**src/pzx_pkg.sv**
```systemverilog
`default_nettype none

package pzx_pkg;

    // ------------------------------------------------------------
    // Widths
    // ------------------------------------------------------------
    typedef logic [20:0] sram_addr_t;    // One SRAM word address
    typedef logic [7:0]  byte_t;
    typedef logic [31:0] block_len_t;    // Bytes left in current block
    typedef logic [30:0] duration_t;     // In CPU T-states
    typedef logic [15:0] pulse_count_t;

    // Host register numbers
    localparam byte_t REG_SRAM_DATA     = 8'hfd;
    localparam byte_t REG_SRAM_ADDR_INC = 8'hfc;
    localparam byte_t REG_SRAM_ADDR     = 8'hfb;

    // PZX block tags handled by the player
    typedef enum logic [7:0] {
        TAG_FULLSTOP = 8'd0,
        TAG_STOP     = 8'd1,
        TAG_PULSE    = 8'd2,
        TAG_PAUSE    = 8'd4
    } pzx_tag_e;

    typedef enum logic [3:0] {
        ST_IDLE,
        ST_READ_TAG,
        ST_READ_LEN,
        ST_STOP,
        ST_FULLSTOP,
        ST_PAUSE_READ,
        ST_PAUSE_WAIT,
        ST_PULSE_ENTRY,      // Low byte of first word, or end of block
        ST_PULSE_W0_HI,
        ST_PULSE_CHK_REP,
        ST_PULSE_REP_HI,
        ST_PULSE_CHK_LONG,
        ST_PULSE_LONG_HI,
        ST_PULSE_GO,
        ST_PULSE_RUN
    } player_state_e;

    // ------------------------------------------------------------
    // Bus bundles
    // ------------------------------------------------------------
    typedef struct packed {
        byte_t reg_addr;
        logic  rd;
        logic  wr;
        byte_t wdata;
    } host_bus_t;

    typedef struct packed {
        sram_addr_t addr;
        logic       we_n;
        byte_t      wdata;
    } mem_bus_t;

endpackage

`default_nettype wire

```
**src/sram_host_port.sv**
```systemverilog
`timescale 1ns/1ps
`default_nettype none

module sram_host_port
    import pzx_pkg::*;
(
    input  wire       clk,
    input  wire       rst_n,
    input  host_bus_t host,
    input  wire       player_idle,
    output logic      mem_we_n,
    output logic      oe_n,
    output logic      addr_shift,
    output logic      addr_inc,
    output logic      host_busy
);

    typedef enum logic [1:0] {
        HS_IDLE,
        HS_PROGRESS,
        HS_INC
    } host_state_e;

    host_state_e state;
    logic        data_sel;
    logic        addr_sel;
    logic        strobe;
    logic        accept;
    logic        inc_pending;

    // Both data ports reach the SRAM
    assign data_sel = (host.reg_addr == REG_SRAM_DATA) || (host.reg_addr == REG_SRAM_ADDR_INC);
    assign addr_sel = (host.reg_addr == REG_SRAM_ADDR);
    assign strobe   = host.rd || host.wr;

    assign mem_we_n = !(data_sel && host.wr);
    assign oe_n     = !(data_sel && host.rd);

    assign accept = (state == HS_IDLE) && player_idle &&
                    ((data_sel && strobe) || (addr_sel && host.wr));

    assign addr_shift = accept && addr_sel;   // Next address byte shifts in
    assign addr_inc   = (state == HS_INC);
    assign host_busy  = accept || (state != HS_IDLE);

    always_ff @(posedge clk) begin
        if (!rst_n) begin
            state       <= HS_IDLE;
            inc_pending <= 1'b0;
        end else begin
            case (state)
                HS_IDLE: begin
                    if (accept) begin
                        inc_pending <= (host.reg_addr == REG_SRAM_ADDR_INC);
                        state       <= HS_PROGRESS;
                    end
                end
                HS_PROGRESS: begin
                    // Wait for the host to drop both strobes
                    if (!strobe) begin
                        state <= inc_pending ? HS_INC : HS_IDLE;
                    end
                end
                HS_INC: state <= HS_IDLE;
                default: state <= HS_IDLE;
            endcase
        end
    end

endmodule

`default_nettype wire

```
**src/tape_addr_counter.sv**
```systemverilog
`timescale 1ns/1ps
`default_nettype none

module tape_addr_counter
    import pzx_pkg::*;
(
    input  wire        clk,
    input  wire        rst_n,
    input  byte_t      shift_byte,
    input  wire        shift,
    input  wire        inc,
    input  wire        clear,
    output sram_addr_t addr
);

    sram_addr_t addr_q;

    assign addr = addr_q;

    // Clear beats shift, shift beats increment
    always_ff @(posedge clk) begin
        if (!rst_n) begin
            addr_q <= '0;
        end else if (clear) begin
            addr_q <= '0;
        end else if (shift) begin
            addr_q <= {addr_q[12:0], shift_byte};   // Top byte falls off
        end else if (inc) begin
            addr_q <= addr_q + 1'b1;
        end
    end

endmodule

`default_nettype wire

```
**src/tstate_timer.sv**
```systemverilog
`timescale 1ns/1ps
`default_nettype none

module tstate_timer
    import pzx_pkg::*;
#(
    parameter int TSTATE_SHIFT = 3
) (
    input  wire       clk,
    input  wire       rst_n,
    input  wire       start,
    input  duration_t duration,
    output logic      done
);

    localparam int CNT_W = $bits(duration_t) + TSTATE_SHIFT;

    logic [CNT_W-1:0] count;
    logic [CNT_W-1:0] limit;
    duration_t        duration_q;
    logic             armed;

    // Duration in clock cycles
    assign limit = CNT_W'(duration_q) << TSTATE_SHIFT;
    assign done  = armed && (count == limit);   // Held until next start

    always_ff @(posedge clk) begin
        if (!rst_n) begin
            armed <= 1'b0;
            count <= '0;
        end else if (start) begin
            armed <= 1'b1;
            count <= '0;
        end else if (armed && !done) begin
            count <= count + 1'b1;
        end
    end

    always_ff @(posedge clk) begin
        if (start) begin
            duration_q <= duration;
        end
    end

endmodule

`default_nettype wire

```
**src/pzx_block_fsm.sv**
```systemverilog
`timescale 1ns/1ps
`default_nettype none

module pzx_block_fsm
    import pzx_pkg::*;
(
    input  wire       clk,
    input  wire       rst_n,
    input  wire       play_in,
    input  wire       stop_in,
    input  byte_t     rdata,
    input  wire       host_busy,
    output logic      addr_inc,
    output logic      addr_clear,
    output logic      timer_start,
    output duration_t timer_duration,
    input  wire       timer_done,
    output logic      player_idle,
    output logic      pulse_out,
    output logic      playing
);

    player_state_e state;
    logic [1:0]    play_sr;
    logic [1:0]    stop_sr;
    logic          play_edge;
    logic          stop_edge;
    logic          run;
    logic          playing_q;
    logic          pulse_q;
    logic          len_dec;
    logic          rep_form;
    logic          dur_zero;
    logic [1:0]    byte_idx;
    byte_t         tag;
    block_len_t    block_len;
    logic [23:0]   pause_lo;    // Low three bytes of a pause duration
    pulse_count_t  pulse_cnt;
    duration_t     pulse_dur;

    assign play_edge = (play_sr == 2'b01);
    assign stop_edge = (stop_sr == 2'b01);
    assign run       = playing_q && !play_edge && !stop_edge;

    assign rep_form = (pulse_dur[15:0] > 16'h8000);   // First word was a repeat count
    assign dur_zero = (pulse_dur == '0);

    assign player_idle = (state == ST_IDLE);
    assign pulse_out   = pulse_q;
    assign playing     = playing_q;

    // Top bit of the last pause byte is the level, not duration
    assign timer_duration = (state == ST_PAUSE_READ) ? {rdata[6:0], pause_lo} : pulse_dur;

    always_ff @(posedge clk) begin
        if (!rst_n) begin
            play_sr <= '0;
            stop_sr <= '0;
        end else begin
            play_sr <= {play_sr[0], play_in};
            stop_sr <= {stop_sr[0], stop_in};
        end
    end

    // ------------------------------------------------------------
    // Byte consumption and timer requests
    // ------------------------------------------------------------
    always_comb begin
        addr_inc    = 1'b0;
        len_dec     = 1'b0;
        timer_start = 1'b0;
        addr_clear  = stop_edge && !play_edge;
        if (state == ST_IDLE) begin
            addr_clear = addr_clear || (run && !host_busy);   // Rewind on play
        end else if (run) begin
            case (state)
                ST_READ_TAG,
                ST_READ_LEN: addr_inc = 1'b1;
                ST_FULLSTOP: addr_clear = 1'b1;
                ST_PAUSE_READ: begin
                    addr_inc    = 1'b1;
                    timer_start = (byte_idx == 2'd3);
                end
                ST_PULSE_ENTRY:    addr_inc = (block_len != '0);
                ST_PULSE_CHK_REP:  addr_inc = rep_form;
                ST_PULSE_CHK_LONG: addr_inc = pulse_dur[15];
                ST_PULSE_W0_HI,
                ST_PULSE_REP_HI,
                ST_PULSE_LONG_HI:  addr_inc = 1'b1;
                ST_PULSE_GO:  timer_start = !dur_zero;
                ST_PULSE_RUN: timer_start = timer_done && (pulse_cnt != 16'd1);
                default: ;
            endcase
            if (state >= ST_PULSE_ENTRY && state <= ST_PULSE_LONG_HI) begin
                len_dec = addr_inc;
            end
        end
    end

    // ------------------------------------------------------------
    // Block parser
    // ------------------------------------------------------------
    always_ff @(posedge clk) begin
        if (!rst_n) begin
            state     <= ST_IDLE;
            playing_q <= 1'b0;
            pulse_q   <= 1'b0;
            byte_idx  <= '0;
        end else if (play_edge) begin
            playing_q <= !playing_q;
        end else if (stop_edge) begin
            playing_q <= 1'b0;
            state     <= ST_IDLE;
        end else if (state == ST_IDLE) begin
            if (playing_q && !host_busy) begin
                pulse_q <= 1'b0;
                state   <= ST_READ_TAG;
            end
        end else if (playing_q) begin
            if (len_dec) begin
                block_len <= block_len - 1'b1;
            end
            case (state)
                ST_READ_TAG: begin
                    tag      <= rdata;
                    byte_idx <= '0;
                    state    <= ST_READ_LEN;
                end
                ST_READ_LEN: begin
                    block_len <= {rdata, block_len[31:8]};   // LSB first
                    byte_idx  <= byte_idx + 1'b1;
                    if (byte_idx == 2'd3) begin
                        case (tag)
                            TAG_STOP:  state <= ST_STOP;
                            TAG_PAUSE: state <= ST_PAUSE_READ;
                            TAG_PULSE: begin
                                pulse_q <= 1'b0;
                                state   <= ST_PULSE_ENTRY;
                            end
                            default:   state <= ST_FULLSTOP;
                        endcase
                    end
                end
                ST_STOP: begin
                    playing_q <= 1'b0;
                    state     <= ST_READ_TAG;   // Resume at the next block
                end
                ST_FULLSTOP: begin
                    playing_q <= 1'b0;
                    state     <= ST_IDLE;
                end
                ST_PAUSE_READ: begin
                    pause_lo <= {rdata, pause_lo[23:8]};
                    byte_idx <= byte_idx + 1'b1;
                    if (byte_idx == 2'd3) begin
                        pulse_q <= rdata[7];
                        state   <= ST_PAUSE_WAIT;
                    end
                end
                ST_PAUSE_WAIT: begin
                    if (timer_done) begin
                        state <= ST_READ_TAG;
                    end
                end
                ST_PULSE_ENTRY: begin
                    if (addr_inc) begin
                        pulse_cnt <= 16'd1;
                        pulse_dur <= {23'd0, rdata};
                        state     <= ST_PULSE_W0_HI;
                    end else begin
                        state <= ST_READ_TAG;
                    end
                end
                ST_PULSE_W0_HI: begin
                    pulse_dur[15:8] <= rdata;
                    state           <= ST_PULSE_CHK_REP;
                end
                ST_PULSE_CHK_REP: begin
                    if (rep_form) begin
                        pulse_cnt      <= {1'b0, pulse_dur[14:0]};
                        pulse_dur[7:0] <= rdata;
                        state          <= ST_PULSE_REP_HI;
                    end else begin
                        state <= ST_PULSE_CHK_LONG;
                    end
                end
                ST_PULSE_REP_HI: begin
                    pulse_dur[15:8] <= rdata;
                    state           <= ST_PULSE_CHK_LONG;
                end
                ST_PULSE_CHK_LONG: begin
                    if (pulse_dur[15]) begin
                        pulse_dur[30:16] <= pulse_dur[14:0];   // Upper half of a long duration
                        pulse_dur[7:0]   <= rdata;
                        state            <= ST_PULSE_LONG_HI;
                    end else begin
                        state <= ST_PULSE_GO;
                    end
                end
                ST_PULSE_LONG_HI: begin
                    pulse_dur[15:8] <= rdata;
                    state           <= ST_PULSE_GO;
                end
                ST_PULSE_GO: begin
                    if (dur_zero) begin
                        pulse_q <= pulse_cnt[0];
                        state   <= ST_PULSE_ENTRY;
                    end else begin
                        state <= ST_PULSE_RUN;
                    end
                end
                ST_PULSE_RUN: begin
                    if (timer_done) begin
                        pulse_q <= !pulse_q;
                        if (pulse_cnt == 16'd1) begin
                            state <= ST_PULSE_ENTRY;
                        end else begin
                            pulse_cnt <= pulse_cnt - 1'b1;
                        end
                    end
                end
                default: state <= ST_IDLE;
            endcase
        end
    end

endmodule

`default_nettype wire

```
**src/pzx_player.sv**
```systemverilog
`timescale 1ns/1ps
`default_nettype none

module pzx_player
    import pzx_pkg::*;
#(
    parameter int TSTATE_SHIFT = 3   // 8 clocks per T-state
) (
    input  wire       clk,
    input  wire       rst_n,
    input  host_bus_t host,
    output byte_t     dout,
    output logic      oe_n,
    input  wire       play_in,
    input  wire       stop_in,
    output logic      pulse_out,
    output logic      playing,
    output mem_bus_t  mem,
    input  byte_t     mem_rdata
);

    sram_addr_t sram_addr;
    duration_t  timer_duration;
    logic       mem_we_n;
    logic       addr_shift;
    logic       host_inc;
    logic       player_inc;
    logic       addr_clear;
    logic       host_busy;
    logic       player_idle;
    logic       timer_start;
    logic       timer_done;

    assign mem  = '{addr: sram_addr, we_n: mem_we_n, wdata: host.wdata};
    assign dout = mem_rdata;

    // ------------------------------------------------------------
    // Host side
    // ------------------------------------------------------------
    sram_host_port sram_host_port_i (
        .clk         (clk),
        .rst_n       (rst_n),
        .host        (host),
        .player_idle (player_idle),
        .mem_we_n    (mem_we_n),
        .oe_n        (oe_n),
        .addr_shift  (addr_shift),
        .addr_inc    (host_inc),
        .host_busy   (host_busy)
    );

    tape_addr_counter tape_addr_counter_i (
        .clk        (clk),
        .rst_n      (rst_n),
        .shift_byte (host.wdata),
        .shift      (addr_shift),
        .inc        (host_inc || player_inc),
        .clear      (addr_clear),
        .addr       (sram_addr)
    );

    // ------------------------------------------------------------
    // Player side
    // ------------------------------------------------------------
    tstate_timer #(
        .TSTATE_SHIFT (TSTATE_SHIFT)
    ) tstate_timer_i (
        .clk      (clk),
        .rst_n    (rst_n),
        .start    (timer_start),
        .duration (timer_duration),
        .done     (timer_done)
    );

    pzx_block_fsm pzx_block_fsm_i (
        .clk            (clk),
        .rst_n          (rst_n),
        .play_in        (play_in),
        .stop_in        (stop_in),
        .rdata          (mem_rdata),
        .host_busy      (host_busy),
        .addr_inc       (player_inc),
        .addr_clear     (addr_clear),
        .timer_start    (timer_start),
        .timer_duration (timer_duration),
        .timer_done     (timer_done),
        .player_idle    (player_idle),
        .pulse_out      (pulse_out),
        .playing        (playing)
    );

endmodule

`default_nettype wire

```
**config.mk**
```make
export PLATFORM = sky130hd
export DESIGN_NAME = pzx_player
export DESIGN_NICKNAME = d
export VERILOG_FILES = /design/src/pzx_pkg.sv /design/src/sram_host_port.sv /design/src/tape_addr_counter.sv /design/src/tstate_timer.sv /design/src/pzx_block_fsm.sv /design/src/pzx_player.sv
export SDC_FILE = /design/constraint.sdc
export NUM_CORES = 1
export LEC_CHECK = 0
export BUFFER_PORTS_ARGS = -buffer_cell sky130_fd_sc_hd__buf_4
export CORE_UTILIZATION = 45
export CTS_CLUSTER_DIAMETER = 80
export DETAILED_ROUTE_END_ITERATION = 8
export GPL_ROUTABILITY_DRIVEN = 0
export GPL_TIMING_DRIVEN = 0
export PLACE_DENSITY = 0.64
export SLEW_MARGIN = 0
export SYNTH_ARGS = -nofsm -noshare
export SYNTH_HDL_FRONTEND = slang
export SYNTH_SLANG_ARGS = --single-unit
```
**constraint.sdc**
```tcl
create_clock -name clk -period 4.25 [get_ports clk]
set_input_delay 0.425 -clock clk [delete_from_list [all_inputs] [get_ports clk]]
set_output_delay 0.425 -clock clk [all_outputs]
set_load 0.02 [all_outputs]
```
==> run_results.csv, run 1 <==
group,metric,value,unit
critical_path,crit_buf_inv,1,
critical_path,cpMostUsedCell,"nand3_1",
final_layout,final_cell_mix,"142 x edfxtp_1, 123 x nor2_1, 102 x nand2_1",
yosys,syn_area,10800,sq um
critical_path,worst_ep_required_time,4.39,ns
critical_path,arrival,3.50,ns
route,drtIter0Drc,648,
clocking,clockBufferDepth,3,
place,dp_hpwl,18.4,mm
route,drc,0,
place,pre_cts_ws,0.987,ns
power_and_ir_drop,p_per_area,353,nW/um^2
clocking,post_cts_buffers,0,
yosys,ys_seq_area_share,52.5,%
timing,fmaxAchievable,0.297,GHz
route,postRouteAntennaNets,0,
yosys,synth_top_area_share,39.4,%
worst_hold_path,hold_class,"in -> reg",
clocking,hold_buffers,0,
power_and_ir_drop,finalPower,4.45,mW
run_status,status,"finished clean",
route,wl_per_cell,17.3,microns
yosys,ys.flop_type,"edfxtp_1",
die,core,23500,sq um
timing,min_period_over_period,79.2,%
critical_path,crit_family,"compound AO/OA/AOI/OAI gates",
timing,fin_hold_ws,0.100,ns
clocking,cts_root_buf,"clkbuf_16",
timing,maxSlewViolCount,0,
critical_path,crit_chain,"buf_2 -> nand2b_1 -> nor2_2 -> nand3_1 -> nor3b_1 -> o21ai_0 -> nand3_1 -> a211oi_1",
timing,finalClockSkew,0.0151,ns
place,port_buffers,70,
clocking,h-tree-depth,1,
grt,grt_overflow,0,
critical_path,worstSetupStartpointType,"flop",
critical_path,worstRegToRegCells,8,
grt,track_usage,21.0,%
final_layout,seqCellArea,5690,sq um
clocking,cts_resized,0,
final_layout,multiInputGateArea,4750,sq um
power_and_ir_drop,ir_worst_vdd,0.303,mV
final_layout,mostFrequentLayoutCell,"edfxtp_1",
yosys,synth_warnings,0,
final_layout,fill_cells,2133,
timing,period_needed,3.37,ns
final_layout,drive_above_1_share,17.4,%
timing,slew_headroom,15.9,%
yosys,ys_seq_elements,213,
timing,hold_viol_final,0,
route,wirelength,25.7,mm
timing,final-setup-viol-count,0,
die,start_util,46.0,%
grt,grt_pass1_vias,7627,
worst_hold_path,hold_depth,2,
timing,worst_pin_slew,1.25,ns
final_layout,syn_to_final_growth,16.6,%
die,die_height,157,microns
clocking,clock_latency,0.53,ns
power_and_ir_drop,p_leak,4.03,nW
critical_path,path_max_fanout,10,
yosys,async_flop_share,0,%
critical_path,slowest_delay,1.04,ns
critical_path,crit_type,"reg -> reg",
clocking,clk_pin_slew,0.06,ns
clocking,cts_tree,"yes",
die,ios,71,
die,die_w,157,microns
final_layout,antennaDiodeCount,0,
critical_path,crit_slowest_cell,"a211oi_1",
yosys,synth_edf_count,142,
route,vias,8138,
timing,tns,0,ns
critical_path,cp_num_cells,8,
route,firstDrtPassIters,7,
timing,rsz0062_at_grt,"false",
die,die_area,24700,sq um
job,maxCapViolCount,0,
grt,grt_max_degree,33,
timing,layout_setup_ws,0.884,ns
yosys,synth_top_cell_by_area,"edfxtp_1",
yosys,synthDistinctLibCells,76,
die,rows,56,
grt,antenna_found_initial,0,
clocking,numCtsBuffers,25,
final_layout,final_nets,1190,
grt,grt_first_pass_wirelength,40.4,mm
yosys,synth_area_leaders,"edfxtp_1 39%, dfxtp_1 13%, xnor2_1 7.0%",
yosys,syn_avg_cell_area,10.3,sq um
yosys,syn_inst,1050,
route,viasPerCell,5.47,
clocking,cts_sinks,213,
yosys,syn_nets,1088,
critical_path,cp-end-kind,"flop",
-- logic make-up after synthesis --
group	count (synthesis)	share of synthesized area, %
buf+inv	83	3.95
xor+xnor	107	8.65
simple gates	441	20.8
flops	213	52.5
fa+ha+maj	8	0.924
compound gates	162	9.48
mux	36	3.70
-- final timing paths --
| kind | slack [ns] | startpoint | endpoint |
|---|---|---|---|
| hold reg to reg | 0.44 | pzx_block_fsm_i.pause_lo[11] | pzx_block_fsm_i.pause_lo[3] |
| setup / recovery | 0.88 | pzx_block_fsm_i.state[1] | pzx_block_fsm_i.pulse_dur[1] |
| setup reg to reg | 0.88 | pzx_block_fsm_i.state[1] | pzx_block_fsm_i.pulse_dur[1] |
| hold / removal | 0.10 | play_in | pzx_block_fsm_i.play_sr[0] |
-- synthesized netlist by cell type, drive strengths merged (30+ instances only) --
master  count
a21oi      30
and2       36
buf        31
dfxtp      71
edfxtp    142
mux2       32
nand2     102
nand3      34
nor2      126
nor3       35
o21ai      72
xnor2      86
-- worst reg2reg max path: cells and delay by family, from the launching register on --
family | cells | cell delay (ns)
compound gates | 2 | 1.25
simple gates | 5 | 1.23
flops | 1 | 0.32
buf+inv | 1 | 0.17
-- per-stage QoR --
stage / util [%] / area, sq um / std cells
final: 53.7 / 12600 / 1488
after CTS: 53.7 / 12600 / 1488
after floorplan: - / 10800 / 1050
after global placement: 49.9 / 11800 / 1439
after detailed placement: 50.3 / 11800 / 1444
after global routing: 53.7 / 12600 / 1488
-- area by class of cell --
type / count / area share [%]
clock inverter: 11 / 0.743
multi-input combinational: 754 / 37.6
clock buffer: 33 / 5.50
inverter: 25 / 0.743
sequential: 213 / 45.0
buffer: 58 / 2.64
tap: 319 / 3.16
timing repair buffer: 75 / 4.61
-- registers in the layout, summed over array words and instances (netlist names) --
| signal | count |
|---|---|
| sram_host_port_i.inc_pending | 1 |
| pzx_block_fsm_i.pulse_out | 1 |
| pzx_block_fsm_i.byte_idx | 2 |
| tstate_timer_i.armed | 1 |
| tape_addr_counter_i.addr | 21 |
| pzx_block_fsm_i.tag | 8 |
| pzx_block_fsm_i.state | 4 |
| pzx_block_fsm_i.play_sr | 2 |
| tstate_timer_i.count | 34 |
| pzx_block_fsm_i.pulse_dur | 31 |
| pzx_block_fsm_i.stop_sr | 2 |
| pzx_block_fsm_i.pulse_cnt | 16 |
| pzx_block_fsm_i.block_len | 32 |
| pzx_block_fsm_i.pause_lo | 24 |
| sram_host_port_i.state | 2 |
| pzx_block_fsm_i.playing | 1 |
| tstate_timer_i.duration_q | 31 |
-- power by group --
group          internal (mW)  leakage, nW  switching (mW)
Clock                   1.21        0.381           0.846
Combinational         0.0792         1.87           0.117
Sequential              2.19         1.78         0.00649
Total                   3.49         4.03           0.969
-- layer usage --
metal	vias to the layer above	GRT usage [%]	share of wire [%]
li1	3973	-	-
met1	3877	29.0	45
met2	235	33.7	47
met3	53	3.08	5.4
met4	0	7.44	2.8
met5	-	0	0
No activity file was read; power rests on OpenSTA's default activity.
==> run 2: changes to the inputs <==
Settings changed: ABC_AREA set to 1, PLACE_DENSITY 0.64 to 0.63.
Clock period 4.25 ns to 3 ns, I/O delays scaled along.
==> run 2 against run 1 <==
  * Final cell count up 31%
  * Utilization about the same
  * Critical path depth up 4
  * Die area up 8.9%
  * Clock-buffer cell count down 1
  * Flip-flop and latch count unchanged
  * Clock skew down 0.0014 ns
  * Critical path type unchanged
==> run_results.csv, run 2 <==
group,metric,value,unit
yosys,synth_warnings,0,
final_layout,syn_to_final_growth,15.7,%
route,drtIter0Drc,869,
clocking,clk_pin_slew,0.06,ns
yosys,synth_top_cell_by_area,"edfxtp_1",
final_layout,mostFrequentLayoutCell,"nand2_1",
clocking,cts_sinks,213,
yosys,synth_xor_area_share,4.67,%
worst_hold_path,hold_class,"in -> reg",
yosys,synthSimpleGateAreaFrac,28.4,%
clocking,clock_latency,0.52,ns
yosys,synth_edf_count,142,
final_layout,antennaDiodeCount,0,
critical_path,worst_ep_required_time,3.15,ns
power_and_ir_drop,p_per_area,491,nW/um^2
route,postRouteAntennaNets,0,
timing,min_period_over_period,90.8,%
final_layout,multiInputGateArea,5070,sq um
clocking,h-tree-depth,1,
timing,period_needed,2.72,ns
run_status,status,"finished clean",
grt,grt_max_degree,33,
final_layout,seqCellArea,5690,sq um
die,ios,71,
yosys,ys_seq_area_share,48.2,%
final_layout,drive_above_1_share,12.1,%
final_layout,final_util,53.6,%
yosys,syn_area,11800,sq um
yosys,ys_seq_elements,213,
yosys,yosysMostFrequentCell,"nand2_1",
route,firstDrtPassIters,5,
route,wl_per_cell,15.5,microns
place,port_buffers,70,
yosys,synthTopCellsByCount,"392 x nand2_1, 192 x nor2_1, 190 x inv_1",
job,maxCapViolCount,0,
place,dp_hpwl,22.5,mm
yosys,synthDistinctLibCells,48,
yosys,syn_nets,1536,
yosys,async_flop_share,0,%
power_and_ir_drop,p_leak,5.47,nW
route,wirelength,30.3,mm
grt,antenna_found_initial,0,
final_layout,top_register,"tstate_timer_i.count",
die,start_util,46.3,%
yosys,syn_inst,1498,
yosys,synth_top_area_share,36.1,%
critical_path,path_max_fanout,16,
final_layout,final_nets,1636,
die,rows,58,
timing,maxSlewViolCount,0,
route,viasPerCell,5.20,
place,pre_cts_ws,-0.241,ns
yosys,synth.mux.area_fraction,0,%
final_layout,final_cell_mix,"392 x nand2_1, 190 x nor2_1, 189 x inv_1",
yosys,syn_avg_cell_area,7.88,sq um
clocking,clockBufferDepth,3,
die,die_area,26900,sq um
route,drc,0,
timing,fmaxAchievable,0.367,GHz
clocking,cts_root_buf,"clkbuf_16",
clocking,post_cts_buffers,0,
yosys,synth_area_leaders,"edfxtp_1 36%, nand2_1 12%, dfxtp_1 12%",
yosys,synthAdderAreaFrac,0.848,%
grt,track_usage,22.9,%
clocking,numCtsBuffers,25,
grt,grt_overflow,0,
yosys,ys.flop_type,"edfxtp_1",
timing,worst_pin_slew,0.822,ns
die,die_w,164,microns
power_and_ir_drop,ir_worst_vdd,0.423,mV
timing,hold_viol_final,0,
timing,rsz0062_at_grt,"false",
route,vias,10100,
die,core,25500,sq um
yosys,synth_top_family_by_area,"simple AND/OR/NAND/NOR gates",
die,die_height,164,microns
critical_path,arrival,2.88,ns
final_layout,largest_register_ffs,34,
grt,grt_first_pass_wirelength,48.4,mm
timing,finalClockSkew,0.0137,ns
yosys,synth_compound_area_share,8.95,%
timing,slew_headroom,45.2,%
critical_path,cp-end-kind,"flop",
clocking,cts_tree,"yes",
final_layout,top_regs,"tstate_timer_i.count (34), pzx_block_fsm_i.block_len (32)",
final_layout,fill_cells,2393,
critical_path,worstSetupStartpointType,"flop",
timing,fin_hold_ws,0.0302,ns
timing,layout_setup_ws,0.277,ns
timing,final-setup-viol-count,0,
grt,grt_pass1_vias,9548,
critical_path,crit_type,"reg -> reg",
## run 2: cell count changes in the layout (fill, tap and decap cells not counted), sizes merged, moves of 15 or more
cell and change:
nand2 +300, inv +171, nor2 +82, xnor2 -66, and2 -36, mux2 -32, a21oi +24, nand3 +24
xor2 +22, o21ai +18, nor4 -15
## run 2: repair_timing
item                                   in CTS  in global routing
setup endpoints to repair                  94                 16
resized for setup                           4                  1
endpoints found under the hold margin       2                  0
hold buffers                                2                  0
pin swaps                                   0                  0
## run 2: logic make-up after synthesis
kind of cell	count (synthesis)
adder cells (fa/ha/maj)	8
XOR/XNOR	63
AO/OA/AOI/OAI	193
buffers and inverters	251
AND/OR/NAND/NOR	770
flip-flops	213
## run 2: final timing paths
check / from / slack, ns / endpoint / cells after the start
worst max-delay path: tstate_timer_i.count[0] / 0.28 / pzx_block_fsm_i.pulse_cnt[9] / 12
worst min-delay path: mem_rdata[3] / 0.03 / pzx_block_fsm_i.pulse_dur[3] / 1
worst max register to register: tstate_timer_i.count[0] / 0.28 / pzx_block_fsm_i.pulse_cnt[9] / 12
worst min register to register: pzx_block_fsm_i.play_sr[0] / 0.42 / pzx_block_fsm_i.play_sr[1] / 2
## run 2: metrics by stage
stage / total power [mW] / instances / setup TNS (ns) / instance area, sq um
5_1_grt: 6.90 / 1946 / 0 / 13700
2_1_floorplan: 3.44 / 1498 / 0 / 11800
3_3_place_gp: 3.59 / 1898 / -25.61 / 12700
6_report: 6.71 / 1946 / 0 / 13700
3_5_place_dp: 3.59 / 1899 / -13.05 / 12800
4_1_cts: 6.76 / 1946 / 0 / 13700
## run 2: cell type report
class / count / area share, %
Buffer: 50 / 2.25
Clock buffer: 32 / 4.84
Clock inverter: 13 / 1.39
Inverter: 201 / 5.55
Multi-Input combinational cell: 1034 / 37.1
Sequential cell: 213 / 41.6
Tap cell: 330 / 3.02
Timing Repair Buffer: 73 / 4.19
## run 2: power breakdown
group / internal, mW / switching [mW]
combinational: 0.133 / 0.267
clock: 1.98 / 1.20
sequential: 3.12 / 0.0127
## run 2: layer usage
layer | wire length, microns | up-vias | GRT usage (%)
met3 | 1540 | 74 | 2.60
met4 | 965 | 0 | 8.29
met1 | 13600 | 4631 | 30.1
met2 | 14200 | 325 | 38.8
met5 | 0 | - | 0
li1 | - | 5096 | -
## run 2: critical path: stages, from the launching register on
cell	delay, ns
dfxtp_1	0.39
inv_1	0.15
ha_1	0.17
nand2_1	0.11
nor2_1	0.12
nand2_1	0.05
nor2_1	0.12
nand2_1	0.11
nor2_2	0.22
nand3_1	0.16
nand2_1	0.14
o21ai_0	0.16
nor2_4	0.44
